## config.mk

```make
export PLATFORM = sky130hd
export DESIGN_NAME = mem_stage
export DESIGN_NICKNAME = d
export VERILOG_FILES = /design/src/rtl/core_pkg.sv /design/src/rtl/mem_pkg.sv /design/src/rtl/mem_ctrl.sv /design/src/rtl/mem_reg.sv /design/src/rtl/mem_stage.sv
export SDC_FILE = /design/constraint.sdc
export NUM_CORES = 1
export LEC_CHECK = 0
export BUFFER_PORTS_ARGS = -buffer_cell sky130_fd_sc_hd__buf_4
export CORE_MARGIN = 2
export CORE_UTILIZATION = 25
export DETAILED_ROUTE_END_ITERATION = 16
export PLACE_DENSITY = 0.63
export SYNTH_ARGS = -nofsm -noshare
export SYNTH_HDL_FRONTEND = slang
export SYNTH_SLANG_ARGS = --single-unit
export TNS_END_PERCENT = 1
```

## constraint.sdc

```tcl
create_clock -name clk -period 3.05 [get_ports clk]
set_input_delay 0.305 -clock clk [delete_from_list [all_inputs] [get_ports clk]]
set_output_delay 0.305 -clock clk [all_outputs]
set_load 0.005 [all_outputs]
```

## src/rtl/core_pkg.sv

```systemverilog
////////////////////
// ISA-level types shared by the core
// Data path is XLEN wide and fixed at 32 bits
// Enum encodings are fixed and must match the decoder
////////////////////

package core_pkg;

    ////////////////////
    // Widths
    ////////////////////
    localparam int XLEN      = 32;                  // Data word width
    localparam int HART_ID_W = 2;                   // Up to 4 harts

    typedef logic [XLEN-1:0]      word_t;           // Data word
    typedef logic [4:0]           reg_addr_t;       // GPR index
    typedef logic [HART_ID_W-1:0] hart_id_t;        // Hart id

    ////////////////////
    // Memory operations
    ////////////////////
    typedef enum logic [3:0] {
        MEM_OP_NONE = 4'd0,                         // No access, ALU pass-through
        MEM_OP_LB   = 4'd1,                         // Load byte, sign ext
        MEM_OP_LBU  = 4'd2,                         // Load byte, zero ext
        MEM_OP_LH   = 4'd3,                         // Load half, sign ext
        MEM_OP_LHU  = 4'd4,                         // Load half, zero ext
        MEM_OP_LW   = 4'd5,                         // Load word
        MEM_OP_SB   = 4'd6,                         // Store byte
        MEM_OP_SH   = 4'd7,                         // Store half
        MEM_OP_SW   = 4'd8                          // Store word
    } mem_op_e;

    ////////////////////
    // Exception codes
    ////////////////////
    // Upstream codes all collapse onto EXP_ILLEGAL here
    typedef enum logic [2:0] {
        EXP_NONE           = 3'd0,                  // No exception
        EXP_ILLEGAL        = 3'd1,                  // Raised upstream
        EXP_LOAD_MISALIGN  = 3'd2,                  // Misaligned load
        EXP_STORE_MISALIGN = 3'd3                   // Misaligned store
    } exp_code_e;

endpackage

```

## src/rtl/mem_pkg.sv

```systemverilog
////////////////////
// Pipeline entries around the MEM stage
// Data RAM is word addressed, out[9:2] selects the word
// gpr_we is active high in both entries
////////////////////

package mem_pkg;

    import core_pkg::*;

    ////////////////////
    // Data RAM size
    ////////////////////
    localparam int DMEM_WORDS = 256;                // Depth in words
    localparam int DMEM_AW    = 8;                  // Word address width

    ////////////////////
    // EX/MEM entry
    ////////////////////
    typedef struct packed {
        logic       en;                             // Entry valid
        mem_op_e    mem_op;                         // Memory operation
        word_t      wr_data;                        // Store data
        word_t      out;                            // ALU result or address
        word_t      pc;                             // Instruction PC
        reg_addr_t  rd_addr;                        // Destination GPR
        logic       gpr_we;                         // GPR write enable
        hart_id_t   hart_id;                        // Owning hart
        exp_code_e  exp_code;                       // Upstream exception
    } ex_mem_t;

    ////////////////////
    // MEM/WB entry
    ////////////////////
    typedef struct packed {
        logic       en;                             // Entry valid
        word_t      out;                            // Load data or ALU result
        word_t      pc;                             // Instruction PC
        reg_addr_t  rd_addr;                        // Destination GPR
        logic       gpr_we;                         // GPR write enable
        hart_id_t   hart_id;                        // Owning hart
        exp_code_e  exp_code;                       // Final exception code
    } mem_wb_t;

endpackage

```

## src/rtl/mem_ctrl.sv

```systemverilog
////////////////////
// Combinational memory access control
// Expects the RAM to answer in the same cycle
// Misaligned accesses never write and only flag miss_align
////////////////////

module mem_ctrl
    import core_pkg::*, mem_pkg::*;
(
    input  ex_mem_t ex_mem,                         // EX/MEM entry
    input  word_t   rd_data,                        // Word read from RAM
    input  word_t   rd_to_write,                    // Old word for store merge
    output logic    rw,                             // High means write
    output word_t   wr_data,                        // Merged store word
    output word_t   out,                            // Access result
    output logic    load_rdy,                       // Aligned load done
    output logic    miss_align                      // Misaligned access
);

    logic       access;                             // Real memory access
    logic       is_load;
    logic       is_store;
    logic       misaligned;
    logic [1:0] offset;                             // Byte offset in word
    logic [7:0] rd_byte;                            // Selected byte lane
    logic [15:0] rd_half;                           // Selected half lane
    word_t      load_val;                           // Extended load data
    word_t      store_val;                          // Merged store data

    assign offset = ex_mem.out[1:0];

    ////////////////////
    // Decode and alignment
    ////////////////////
    always_comb begin
        is_load    = 1'b0;
        is_store   = 1'b0;
        misaligned = 1'b0;
        case (ex_mem.mem_op)
            MEM_OP_LB, MEM_OP_LBU: is_load = 1'b1;  // Bytes are always aligned
            MEM_OP_LH, MEM_OP_LHU: begin
                is_load    = 1'b1;
                misaligned = offset[0];             // Odd address
            end
            MEM_OP_LW: begin
                is_load    = 1'b1;
                misaligned = |offset;               // Not a multiple of 4
            end
            MEM_OP_SB: is_store = 1'b1;
            MEM_OP_SH: begin
                is_store   = 1'b1;
                misaligned = offset[0];
            end
            MEM_OP_SW: begin
                is_store   = 1'b1;
                misaligned = |offset;
            end
            default: ;                              // MEM_OP_NONE
        endcase
    end

    assign access     = ex_mem.en && (ex_mem.exp_code == EXP_NONE)
                        && (ex_mem.mem_op != MEM_OP_NONE);
    assign miss_align = access && misaligned;
    assign load_rdy   = access && is_load && !misaligned;
    assign rw         = access && is_store && !misaligned;

    ////////////////////
    // Load extraction
    ////////////////////
    assign rd_byte = rd_data[{offset, 3'b000} +: 8];          // Byte lane shift down
    assign rd_half = offset[1] ? rd_data[31:16] : rd_data[15:0];

    always_comb begin
        case (ex_mem.mem_op)
            MEM_OP_LB:  load_val = {{(XLEN-8){rd_byte[7]}}, rd_byte};
            MEM_OP_LBU: load_val = {{(XLEN-8){1'b0}}, rd_byte};
            MEM_OP_LH:  load_val = {{(XLEN-16){rd_half[15]}}, rd_half};
            MEM_OP_LHU: load_val = {{(XLEN-16){1'b0}}, rd_half};
            default:    load_val = rd_data;         // Full word
        endcase
    end

    ////////////////////
    // Store merge
    ////////////////////
    always_comb begin
        store_val = rd_to_write;                    // Keep untouched lanes
        case (ex_mem.mem_op)
            MEM_OP_SB: store_val[{offset, 3'b000} +: 8] = ex_mem.wr_data[7:0];
            MEM_OP_SH: store_val[{offset[1], 4'b0000} +: 16] = ex_mem.wr_data[15:0];
            MEM_OP_SW: store_val = ex_mem.wr_data;  // Whole word replaced
            default: ;
        endcase
    end

    assign wr_data = store_val;                     // Only used when rw high
    assign out     = load_rdy ? load_val : ex_mem.out;

endmodule

```

## src/rtl/mem_reg.sv

```systemverilog
////////////////////
// MEM/WB pipeline register
// Flush has priority over stall
// Whole entry clears on reset and on flush
////////////////////

module mem_reg
    import core_pkg::*, mem_pkg::*;
(
    input  logic    clk,
    input  logic    rst_n,
    input  logic    stall,                          // Hold entry
    input  logic    flush,                          // Kill entry
    input  ex_mem_t ex_mem,                         // EX/MEM entry
    input  word_t   out,                            // Access result
    input  logic    miss_align,                     // From access control
    input  logic    load_rdy,                       // Aligned load done
    output mem_wb_t mem_wb,                         // MEM/WB entry
    output logic    out_rdy                         // Result came from memory
);

    mem_wb_t   wb_next;                             // Entry to load
    exp_code_e misalign_code;

    // Store ops map to the store code, everything else to load
    assign misalign_code = (ex_mem.mem_op inside {MEM_OP_SB, MEM_OP_SH, MEM_OP_SW})
                           ? EXP_STORE_MISALIGN : EXP_LOAD_MISALIGN;

    always_comb begin
        wb_next.en       = ex_mem.en;
        wb_next.out      = out;
        wb_next.pc       = ex_mem.pc;
        wb_next.rd_addr  = ex_mem.rd_addr;
        wb_next.gpr_we   = ex_mem.gpr_we;
        wb_next.hart_id  = ex_mem.hart_id;
        wb_next.exp_code = ex_mem.exp_code;
        if (miss_align) begin
            wb_next.exp_code = misalign_code;       // Override exception
            wb_next.gpr_we   = 1'b0;                // No writeback on fault
        end
    end

    ////////////////////
    // Register
    ////////////////////
    always_ff @(posedge clk or negedge rst_n) begin
        if (!rst_n) begin
            mem_wb  <= '0;
            out_rdy <= 1'b0;
        end else if (flush) begin
            mem_wb  <= '0;                          // Clears en and gpr_we
            out_rdy <= 1'b0;
        end else if (!stall) begin
            mem_wb  <= wb_next;
            out_rdy <= load_rdy;
        end
    end

endmodule

```

## src/rtl/mem_stage.sv

```systemverilog
////////////////////
// Memory access stage
// Stores are suppressed during stall
// fwd_data is combinational and valid in the access cycle
////////////////////

module mem_stage
    import core_pkg::*, mem_pkg::*;
(
    input  logic               clk,
    input  logic               rst_n,
    input  logic               stall,               // Hold pipeline
    input  logic               flush,               // Kill entry
    input  ex_mem_t            ex_mem,              // EX/MEM entry
    input  word_t              rd_data,             // RAM read word
    input  word_t              rd_to_write,         // Old word for merge
    output logic               rw,                  // RAM write strobe
    output word_t              wr_data,             // RAM write word
    output logic [DMEM_AW-1:0] addr,                // RAM word address
    output word_t              fwd_data,            // Forwarding result
    output mem_wb_t            mem_wb,              // MEM/WB entry
    output logic               out_rdy              // Result from memory
);

    logic  ctrl_rw;                                 // Ungated write strobe
    word_t out;                                     // Access result
    logic  miss_align;
    logic  load_rdy;

    assign addr     = ex_mem.out[DMEM_AW+1:2];      // Drop byte offset
    assign rw       = ctrl_rw && !stall;            // No double write
    assign fwd_data = out;

    mem_ctrl i_mem_ctrl (
        .ex_mem      (ex_mem),
        .rd_data     (rd_data),
        .rd_to_write (rd_to_write),
        .rw          (ctrl_rw),
        .wr_data     (wr_data),
        .out         (out),
        .load_rdy    (load_rdy),
        .miss_align  (miss_align)
    );

    mem_reg i_mem_reg (
        .clk, .rst_n, .stall, .flush, .ex_mem, .out, .miss_align, .load_rdy, .mem_wb, .out_rdy
    );

endmodule

```

---- Yosys cells after proc, flatten, opt, wreduce, memory -nomap -nowiden ----
Cells that the tools add are included.
storage, ports and cells
  logic and storage cells ................. 58
  bits in registers ....................... 77
  input bits .............................. 180
  output and inout bits ................... 150
operators by class
  reductions and logical operators ........ 18
  add/sub/neg operators ................... 2
  mux-type cells .......................... 16
  shift-type cells ........................ 5
  equality and inequality tests ........... 9
operator list
  cell                                                                     number
  76-bit 2-to-1 mux                                                        2
  32-bit case mux with 4 select lines                                      1
  32-bit case mux with 3 select lines                                      1
  32-bit bitwise mux                                                       2
  32-bit 2-to-1 mux                                                        1
  16-bit by 7-bit variable shift with 32-bit output, first input constant  1
  8-bit by 7-bit variable shift with 32-bit output, first input constant   1
  16-bit by 7-bit indexed part select with 32-bit output                   1
  32-bit by 6-bit indexed part select with 8-bit output                    1
  8-bit by 7-bit indexed part select with 32-bit output                    1
  4-bit by 3-bit == test with 1-bit output, second input constant          4
  16-bit 2-to-1 mux                                                        1
  5-bit negator with 7-bit output                                          2
  4-bit by 2-bit == test with 1-bit output, second input constant          2
  1-bit logical AND                                                        8
  1-bit 2-to-1 mux                                                         6
  3-bit OR reduction                                                       2
  5-bit OR reduction                                                       1
  4-bit by 1-bit == test with 1-bit output, second input constant          1
  4-bit == test, second input constant                                     1
  4-bit nonzero test                                                       1
  2-bit OR reduction                                                       2
  3-bit logical NOT                                                        1
  3-bit 2-to-1 mux                                                         1
  other kinds (4)                                                          5

---- Depth between registers and ports, before layout ----
Gate-level depths: netlist of the first run.
  word-level depth ........................ 8
  gate-level depth with buffers ........... 14
  gate-level depth less buffers ........... 8

---- Hierarchy ----
Synthesis of the first run repeated with hierarchy kept, for this count alone.
second synthesis, totals
  cells, all modules ...................... 574
  area, all modules ....................... 5131.2 um^2
by module, submodules not included
  module     seq. area each (um^2)  area an instance (um^2)  cells an instance  times used
  mem_reg    1926.8                 3101.7                   256                1
  mem_ctrl   0.0                    1955.6                   309                1
  mem_stage  0.0                    73.8                     9                  1

---- Worst setup path after synthesis of the first run ----
Ideal clock, no wire load.
  path type ............................... input to output
  start ................................... in ex_mem[44] in the netlist's numbering
  end ..................................... out fwd_data[5]
  slack ................................... 0.199 ns
  stages on the path ...................... 12
  buffers on the path ..................... 5
  data arrival time ....................... 2.546 ns
  data required time ...................... 2.745 ns
  cells stage by stage .................... buf_2 > inv_1 > clkbuf_1 > ha_1 > inv_1 > a22oi_1 > o21ai_1 > or3_1 > buf_4 > buf_6 > buf_2 > o31ai_1
between the ends
  cells in the longest elaborated chain, start to end .. 5
  elaborated cells between the ends (all ways) .. 8
  those cells by class .................... 1 x shift; 4 x mux; 3 x reduce/logical
ends and longest elaborated chain
  what                                                                                           line             source
  from (decl)                                                                                    mem_stage.sv:14  input ex_mem_t ex_mem,
  branches (longest 4 deep; another with 32-bit by 6-bit indexed part select with 8-bit output)  -
  32-bit 2-to-1 mux (*)                                                                          mem_ctrl.sv:98   assign out = load_rdy ? load_val : ex_mem.out;
  to (decl)                                                                                      mem_stage.sv:20  output word_t fwd_data,
Every way passes the cells marked *.

---- Final worst setup path of the first run ----
  start ................................... in ex_mem[108] in the netlist's numbering
  end ..................................... out wr_data[10]
between the ends
  cells in the longest elaborated chain, start to end .. 2
  elaborated cells between the ends (all ways) .. 4
  those cells by class .................... 3 x eq/ne; 1 x mux
ends and longest elaborated chain
  what                                                                              line             source
  4-bit == test / 4-bit by 3-bit == test with 1-bit output (equally long branches)  mem_ctrl.sv:89   case (ex_mem.mem_op)
  32-bit case mux with 3 select lines (*)                                           mem_ctrl.sv:89
  to (decl)                                                                         mem_stage.sv:18  output word_t wr_data,
Every way passes the cells marked *; elsewhere a longest branch is shown, timed or not.

==> metrics.cfg, run 1 <==
[setup_path]
worstPathCellList=buf_4, buf_4, and3b_1, nand2b_1, nor3_1, a222oi_1, inv_1, buf_4
worst-path-buf-inv=4
crit_fanout=16
worstSetupPathType=in -> out
cpLargestDelayFamily=simple AND/OR/NAND/NOR gates
end_kind=output pin
slowest_delay_ns=0.84
crit_top_cell=buf_4
arrival_ns=2.47
critical-path-slowest-cell=nor3_1
cp.required_ns=2.74
crit_path_start_kind=primary input

[floorplan]
die_w_um=150
core-area_um2=21000
die_y_um=150
dieArea_um2=22400
initial_core_util_pct=25.4
io-pin-count=330
rows=53

[worst_hold_path]
min_path_type=in -> reg

[routing]
drt-initial-drc-count=463
ant_nets=0
wire_per_inst_um=18.9
vias=5896
drc=0
post_drt_via_cell_ratio=5.08
drt_pre_antenna_iters=8
routed_wl_um=21900

[clock_network]
clkSinkCount=77
cts_made_buffers=9
cts.clk_slew.worst_paths_ns=0.07
root_buffer=clkbuf_16
htreeDepth=3
insertion_delay_ns=0.35
cts_tree=built
cts_setup_buffers=0
clock_path_buffers=2

[power_and_ir_drop]
leakagePower_nw=4.25
irDropWorstVdd_mv=0.253
sequentialPowerShare_pct=36.0
pwr-share-clk_pct=35.5
p_sw_share_pct=29.0
power_density_nw_per_um2=372
power_frac_comb_pct=28.4
power_mw=3.09
switching_power_mw=0.894
p_int_mw=2.19

[sta]
tightestPinTransition_ns=1.11
rsz0062_at_grt=false
max_slew_margin_pct=25.6
clock_skew_ns=0
setup_violations=0
fin_crit_ns=2.77
maxSlewViolCount=0
post-route-period-util_pct=90.9
fmax_ghz=0.361
setup_tns_ns=0
hold_viol=0

[global_routing]
grtUsageMet2_pct=31.7
grt_pass1_wl_um=31900
grt_use_total_pct=18.5
grt.busiest_layer=met2
grt_pass1_vias=5649
use_met1_pct=23.6
grt_max_degree=62
grt_overflow_total=0
antenna_found_initial=0
grt_use_met3_pct=3.66

[logic_synthesis]
synth_seq_cells=77
synth_edf_count=0
synth.avg_cell_area_um2=9.15
synth_cells=581
synth_warnings=0
yosysTopAreaCellShare_pct=36.3
synth_cell_types=61
synth_nets=766
ys_seq_area_share_pct=36.3
synth_area_leader_cell=dfrtp_1
synth_area_leaders=dfrtp_1, mux2i_1, nor2_1, a222oi_1, a22o_1
syn_area_um2=5320
async_flop_share_pct=100
synth-main-ff-cell=dfrtp_1

[place]
place.gp.congestion=0.809
io_buffers=329
hpwl_um=17100

[layout]
area_growth_syn_to_layout_pct=56.0
fillCellCount=2166
drive_above_1_share_pct=44.4
multiInputGateArea_um2=3040
ff_latch_area_um2=1930
finalNetCount=1067
antenna_cells=0

[run_status]
status=complete, no violations

[run]
maxCapViolCount=0

[metrics by stage]
| stage | util (%) | setup WS [ns] | hold WS, ns | std cells | area, µm² |
|---|---|---|---|---|---|
| 2_1_floorplan | - | 0.199 | 0.00941 | 581 | 5320 |
| 3_3_place_gp | 38.1 | 0.330 | 0.368 | 1145 | 7990 |
| 3_5_place_dp | 38.1 | 0.338 | 0.368 | 1145 | 7990 |
| 4_1_cts | 39.6 | 0.329 | 0.182 | 1161 | 8290 |
| 5_1_grt | 39.6 | 0.162 | 0.181 | 1161 | 8290 |
| 6_report | 39.6 | 0.277 | 0.195 | 1161 | 8290 |
[layout make-up]
cell class                      instances  share of cell area [%]
Clock buffer                            9                    2.72
Timing Repair Buffer                  347                    31.6
Sequential cell                        77                    23.2
Multi-Input combinational cell        431                    36.7
Clock inverter                          6                   0.860
Inverter                               16                   0.724
Tap cell                              275                    4.15
[worst min-delay path, cell delays in order]
cell and delay (ns):
buf_4 0.08, mux2i_1 0.05, nor2_1 0.07
[cells in the final DEF, fill, tap and decap left out, drive strengths merged, types with 16 or more instances in the layout]
cell type,Yosys,final
a222oi,24,24
nor2b,22,22
mux2,19,19
o21ai,39,39
a21oi,38,38
buf,30,346
inv,16,18
nand2,29,29
dfrtp,77,77
nor2,66,66
a21o,16,16
a22o,26,26
mux2i,45,45
[kinds of logic after synthesis]
kind of cell | count (synthesis) | share of synthesized area (%)
fa+ha+maj | 5 | 1.18
flops | 77 | 36.3
mux | 65 | 13.8
buf+inv | 73 | 6.80
compound gates | 189 | 25.4
xor+xnor | 2 | 0.330
simple gates | 170 | 16.2
[flip-flops by register name, indices dropped and copies added, names as in the netlist]
name	count
i_mem_reg.mem_wb	76
i_mem_reg.out_rdy	1
[metal layers]
metal	share of wire (%)	routed length (µm)
met2	50	10900
met5	0	0
met3	8.3	1830
met1	40	8800
met4	2.0	439
[cells in the mapped netlist (2+ instances only)]
master	count
dfrtp_1	77
nor2_1	66
mux2i_1	45
a21oi_1	38
nand2_1	29
clkbuf_1	27
o21ai_0	27
a22o_1	26
a222oi_1	24
nor2b_1	22
a21o_1	16
inv_1	16
mux2_4	13
o21ai_1	12
nor3_1	11
buf_2	10
buf_4	10
nand3_1	8
a221o_1	7
a211oi_1	6
a32oi_1	6
mux2_2	6
nand2b_1	6
o22ai_1	6
buf_1	5
buf_6	5
ha_1	5
o211ai_1	5
or4_1	5
nor4_1	3
a22oi_1	2
a31oi_1	2
and3_1	2
nor4b_1	2
o31ai_1	2
or2_2	2
or3_1	2
or3b_2	2
[what timing repair did]
item                                   in CTS  in global routing
endpoints found under the hold margin       4                  0
gates resized for setup                     0                  0
hold buffers                                1                  0
[power by group through the flow]
stage	clock [mW]	sequential, mW	combinational, mW
after floorplan	0	1.13	0.358
after global placement	0	1.13	0.875
after detailed placement	0	1.13	0.878
after CTS	1.13	1.11	0.883
after global routing	1.18	1.12	0.955
final	1.10	1.11	0.877
[worst paths after layout]
path / start / to / slack (ns) / depth (start not counted)
setup / recovery: ex_mem[108] / wr_data[10] / 0.28 / 8
hold / removal: ex_mem[41] / i_mem_reg.mem_wb[41]$_DFFE_PN0P_ / 0.19 / 3
max in group asynchronous: rst_n / i_mem_reg.mem_wb[59]$_DFFE_PN0P_ / 1.86 / 3
min in group asynchronous: rst_n / i_mem_reg.mem_wb[72]$_DFFE_PN0P_ / 0.50 / 2
hold reg to reg: i_mem_reg.mem_wb[47]$_DFFE_PN0P_ / i_mem_reg.mem_wb[47]$_DFFE_PN0P_ / 0.50 / 2
setup reg to reg: i_mem_reg.mem_wb[55]$_DFFE_PN0P_ / i_mem_reg.mem_wb[55]$_DFFE_PN0P_ / 2.22 / 1
Note: power is estimated with default switching activity, not from simulation.
==> inputs of run 2 (changes only) <==
- SYNTH_HIERARCHICAL: not set -> 1
==> metrics.cfg, run 2 <==
[setup_path]
arrival_ns=2.30
critical-path-slowest-cell=ha_1
r2r_cells=2
worst-path-buf-inv=4
crit_fanout=27
worstPathCellList=buf_4, inv_1, ha_1, nor2b_1, o211ai_1, nand3_2, buf_4, a221oi_1, a221o_1, buf_4
crit_top_cell=buf_4
worstSetupPathType=in -> out
end_kind=output pin
worst-r2r-setup-slack_ns=2.29
r2r_end=i_mem_reg/mem_wb[17]$_DFFE_PN0P_
r2r_start=i_mem_reg/mem_wb[17]$_DFFE_PN0P_
cp.required_ns=2.74
cpLargestDelayFamily=buffers and inverters
crit_path_start_kind=primary input
slowest_delay_ns=0.33

[worst_hold_path]
min_path_type=in -> async

[layout]
drive_above_1_share_pct=43.5
instances_no_fill=1156
reg_top3=i_mem_reg/mem_wb (76), i_mem_reg/out_rdy (1)
final_cell_mix=buf_4, nor2_1, dfrtp_1, mux2i_1, nand2_1
top_register=i_mem_reg/mem_wb
area_growth_syn_to_layout_pct=58.3
finalNetCount=1066
largest_reg_flops=76
mostFrequentLayoutCell=buf_4
antenna_cells=0

[clock_network]
cts_setup_buffers=0
cts.clk_slew.worst_paths_ns=0.07
htreeDepth=3
ctsResizeCount=0
cts_made_buffers=9
insertion_delay_ns=0.33
clkSinkCount=77
root_buffer=clkbuf_16
clock_path_buffers=2
cts_tree=built
hold_buffers=0

[logic_synthesis]
synth_edf_count=0
synth_area_leader_cell=dfrtp_1
synth_warnings=6
synth_seq_cells=77
async_flop_share_pct=100
ys_seq_area_share_pct=37.6
synth_cells=574
synth_xor_area_share_pct=0.171
synthMostInstantiatedCell=nor2_1
yosysTopAreaCellShare_pct=37.6
synth-simple-area-share_pct=15.8
synthMuxAreaShare_pct=17.5
synth_nets=759
synth_top_family_by_area=compound AO/OA/AOI/OAI gates
synth_cell_types=57
synth-compound-area-share_pct=20.8
synth-main-ff-cell=dfrtp_1
synth_common_cells=nor2_1, dfrtp_1, mux2i_1
syn_area_um2=5130
synth-adder-area-share_pct=1.22
synth_area_leaders=dfrtp_1, mux2i_1, nor2_1, a222oi_1, a21oi_1
synth.avg_cell_area_um2=8.94

[floorplan]
core-area_um2=20200
io-pin-count=330
dieArea_um2=21700
die_y_um=147
rows=52
initial_core_util_pct=25.4
die_w_um=147

[routing]
post_drt_via_cell_ratio=4.90
drt-initial-drc-count=296
vias=5665
drt_pre_antenna_iters=6
drc=0
wire_per_inst_um=19.2
ant_nets=0
routed_wl_um=22200

[run]
maxCapViolCount=0

[sta]
setup_violations=0
hold_viol=0
maxSlewViolCount=0
post-route-period-util_pct=85.3
max_slew_margin_pct=43.4
rsz0062_at_grt=false
setup_tns_ns=0
fin_crit_ns=2.60
fmax_ghz=0.384
tightestPinTransition_ns=0.848
clock_skew_ns=0
whs_ns=0.00781

[power_and_ir_drop]
leakagePower_nw=4.19
irDropWorstVdd_mv=0.285
power_mw=3.07
power_density_nw_per_um2=379

[global_routing]
grt_max_degree=78
grt_pass1_vias=5658
grt_pass1_wl_um=32800
antenna_found_initial=0
grt_use_total_pct=19.5
grt_overflow_total=0

[place]
io_buffers=329
hpwl_um=17500
dpl.cell_count=1140
place.gp.congestion=0.830

[run_status]
status=complete, no violations

run 2: layout make-up:
class,instances,area [µm²]
Timing Repair Buffer,345,2600
Tap cell,270,338
Fill cell,2063,12000
Multi-Input combinational cell,419,2840
Inverter,29,109
Sequential cell,77,1930
Clock inverter,6,71.3
Clock buffer,10,229
run 2: metal layers:
metal / GRT usage [%] / routed length (µm) / vias to the layer above
met4: 7.98 / 798 / 0
met5: 0 / 0 / -
met1: 21.8 / 8260 / 2653
met2: 34.5 / 11100 / 302
li1: - / - / 2671
met3: 5.99 / 2010 / 39
run 2: stage by stage:
step | worst slack, ns | cell area [µm²] | utilization (%)
finish | 0.449 | 8120 | 40.3
detailed placement | 0.449 | 7820 | 38.8
floorplan | 0.945 | 5130 | -
global placement | 0.449 | 7820 | 38.8
CTS | 0.445 | 8120 | 40.3
global route | 0.237 | 8120 | 40.3
run 2: worst max-delay path by stage:
stage | startpoint | endpoint | slack (ns) | cells after the start
after floorplan | ex_mem[43] | i_mem_reg/mem_wb[0]$_DFFE_PN0P_ | 0.95 | 11
after global placement | ex_mem[1] | fwd_data[8] | 0.45 | 9
after detailed placement | ex_mem[1] | fwd_data[8] | 0.45 | 9
after CTS | ex_mem[43] | fwd_data[8] | 0.44 | 11
after global routing | ex_mem[43] | fwd_data[8] | 0.24 | 11
final | ex_mem[43] | fwd_data[0] | 0.45 | 10
run 2: logic make-up after synthesis:
family | count (synthesis)
and+or+nand+nor | 177
AOI/OAI and AO/OA | 149
muxes | 87
buffers and inverters | 78
DFF | 77
adders and majority gates | 5
xor gates and xnor gates | 1
run 2: power breakdown:
part | total [mW] | internal, mW | leakage [nW] | switching [mW]
logic | 0.850 | 0.456 | 3.03 | 0.394
clock network | 1.11 | 0.643 | 0.140 | 0.469
registers | 1.11 | 1.08 | 1.02 | 0.0346
run 2: worst reg2reg max path, stage by stage, from the launching register on:
cell and delay [ns]:
dfrtp_1 0.40, mux2i_1 0.16, nor2_1 0.05
==> inputs of run 3 (changes only) <==
- ABC_AREA: not set -> 1
- PLACE_DENSITY: 0.63 -> 0.61
- SETUP_SLACK_MARGIN: not set -> 0.3
==> metrics.cfg, run 3 <==
[clock_network]
insertion_delay_ns=0.32
ctsResizeCount=0
root_buffer=clkbuf_16
clkSinkCount=77
cts_setup_buffers=0
htreeDepth=3
cts_made_buffers=9
hold_buffers=0
cts_tree=built
cts.clk_slew.worst_paths_ns=0.07
clock_path_buffers=2

[logic_synthesis]
synth_common_cells=nand2_1, nand3_1, dfrtp_1
yosysTopAreaCellShare_pct=32.7
synth.avg_cell_area_um2=6.17
synth_nets=1140
synth-main-ff-cell=dfrtp_1
synth_cells=955
synth_warnings=6
async_flop_share_pct=100
synth_cell_types=27
ys_seq_area_share_pct=32.7
synth_area_leaders=dfrtp_1, nand2_1, nand3_1, o21ai_0, nand4_1
synth_seq_cells=77
synth_edf_count=0
synth_area_leader_cell=dfrtp_1
syn_area_um2=5890
synthMostInstantiatedCell=nand2_1

[routing]
drc=0
vias=7408
ant_nets=0
wire_per_inst_um=17.1
dr_wl_met2_um=12600
highest_layer=met4
post_drt_via_cell_ratio=4.71
routed_wl_um=26900
drt-initial-drc-count=412
dr_wl_met3_um=2550
drt_pre_antenna_iters=4
routedLengthMet1_um=10800

[place]
pre_cts_slack_ns=0.490
place_area_um2=8590
place.gp.congestion=0.906
dpl.cell_count=1556
io_buffers=329
hpwl_um=20900

[layout]
post-route-cell-area_um2=8880
drive_above_1_share_pct=31.0
area_growth_syn_to_layout_pct=50.8
final_util_pct=38.2
top_register=i_mem_reg/mem_wb
final_cell_mix=nand2_1, buf_4, nand3_1, dfrtp_1
reg_top3=i_mem_reg/mem_wb (76), i_mem_reg/out_rdy (1)
mostFrequentLayoutCell=nand2_1
finalNetCount=1433
largest_reg_flops=76
instances_no_fill=1572
antenna_cells=0

[floorplan]
die_y_um=157
die_w_um=157
io-pin-count=330
rows=56
initial_core_util_pct=25.3
core-area_um2=23300
dieArea_um2=24800

[global_routing]
grt_pass1_wl_um=39000
grt_pass1_vias=7011
antenna_found_initial=0
grt_max_degree=78
grt_use_total_pct=20.5
grt_overflow_total=0

[power_and_ir_drop]
power_density_nw_per_um2=345
irDropWorstVdd_mv=0.277
power_mw=3.07
leakagePower_nw=4.97

[sta]
fin_crit_ns=2.52
clock_skew_ns=0
hold_viol=0
max_slew_margin_pct=31.6
maxSlewViolCount=0
whs_ns=0.140
setup_ws_ns=0.532
setup_violations=0
rsz0062_at_grt=false
tightestPinTransition_ns=1.03
setup_tns_ns=0
post-route-period-util_pct=82.6
fmax_ghz=0.397

[setup_path]
cp.required_ns=2.74
crit_path_start_kind=primary input
slowest_delay_ns=0.44
worst-r2r-setup-slack_ns=2.41
arrival_ns=2.21
critical-path-slowest-cell=nor2_4
worstSetupPathType=in -> out
end_kind=output pin
worstPathCellList=buf_4, inv_1, ha_1, inv_1, nand2_1, nand2_2, nor2_4, buf_4, nand2_1, nand2_1, buf_4
crit_fanout=20

[worst_hold_path]
min_path_type=in -> async

[run]
maxCapViolCount=0

[run_status]
status=complete, no violations

## run 3: cell count changes after synthesis, moves of 25 or more
cell     previous run  this run
nand3_1             6       140
nor2_1             88        37
nand4_1             1        33
mux2i_1            74         0
a21oi_1            35         3
nand2_1            46       448
o21ai_1            25         0
## run 3: layout make-up
cell class	instances	area [µm²]
inverter	49	184
tap	319	399
clock buffer	10	239
multi-input combinational	761	3400
timing repair buffer	350	2680
fill	2581	14400
sequential	77	1930
clock inverter	6	52.6
## run 3: worst paths after layout
check,start,depth (start not counted),end
min in group clk,ex_mem[11],3,i_mem_reg/mem_wb[11]$_DFFE_PN0P_
max,ex_mem[43],11,fwd_data[21]
min reg2reg,i_mem_reg/mem_wb[75]$_DFFE_PN0P_,2,i_mem_reg/mem_wb[75]$_DFFE_PN0P_
max reg2reg,i_mem_reg/mem_wb[65]$_DFFE_PN0P_,2,i_mem_reg/mem_wb[65]$_DFFE_PN0P_
min,rst_n,1,i_mem_reg/mem_wb[15]$_DFFE_PN0P_
max in group asynchronous,rst_n,1,i_mem_reg/mem_wb[54]$_DFFE_PN0P_
## run 3: where the power goes
group          switching, mW  internal [mW]  total, mW
clock                  0.457          0.588       1.04
combinational          0.482          0.431      0.913
sequential            0.0313           1.08       1.11
## run 3: critical path, delay by kind of cell
kind | cells | cell delay, ns
adders and majority gates | 1 | 0.22
buffers and inverters | 5 | 0.89
and+or+nand+nor | 5 | 0.79
## run 3: logic make-up after synthesis
| logic type | synth area share [%] |
|---|---|
| AO/OA/AOI/OAI | 6.40 |
| flip-flops | 32.7 |
| AND/OR/NAND/NOR | 50.3 |
| adder cells (fa/ha/maj) | 1.06 |
| buffers and inverters | 9.52 |
## run 3: routing by layer
layer	global-route usage, %	vias to the layer above
li1	-	3664
met1	23.9	3337
met2	34.9	359
met3	6.17	48
met4	8.44	0
met5	0	-
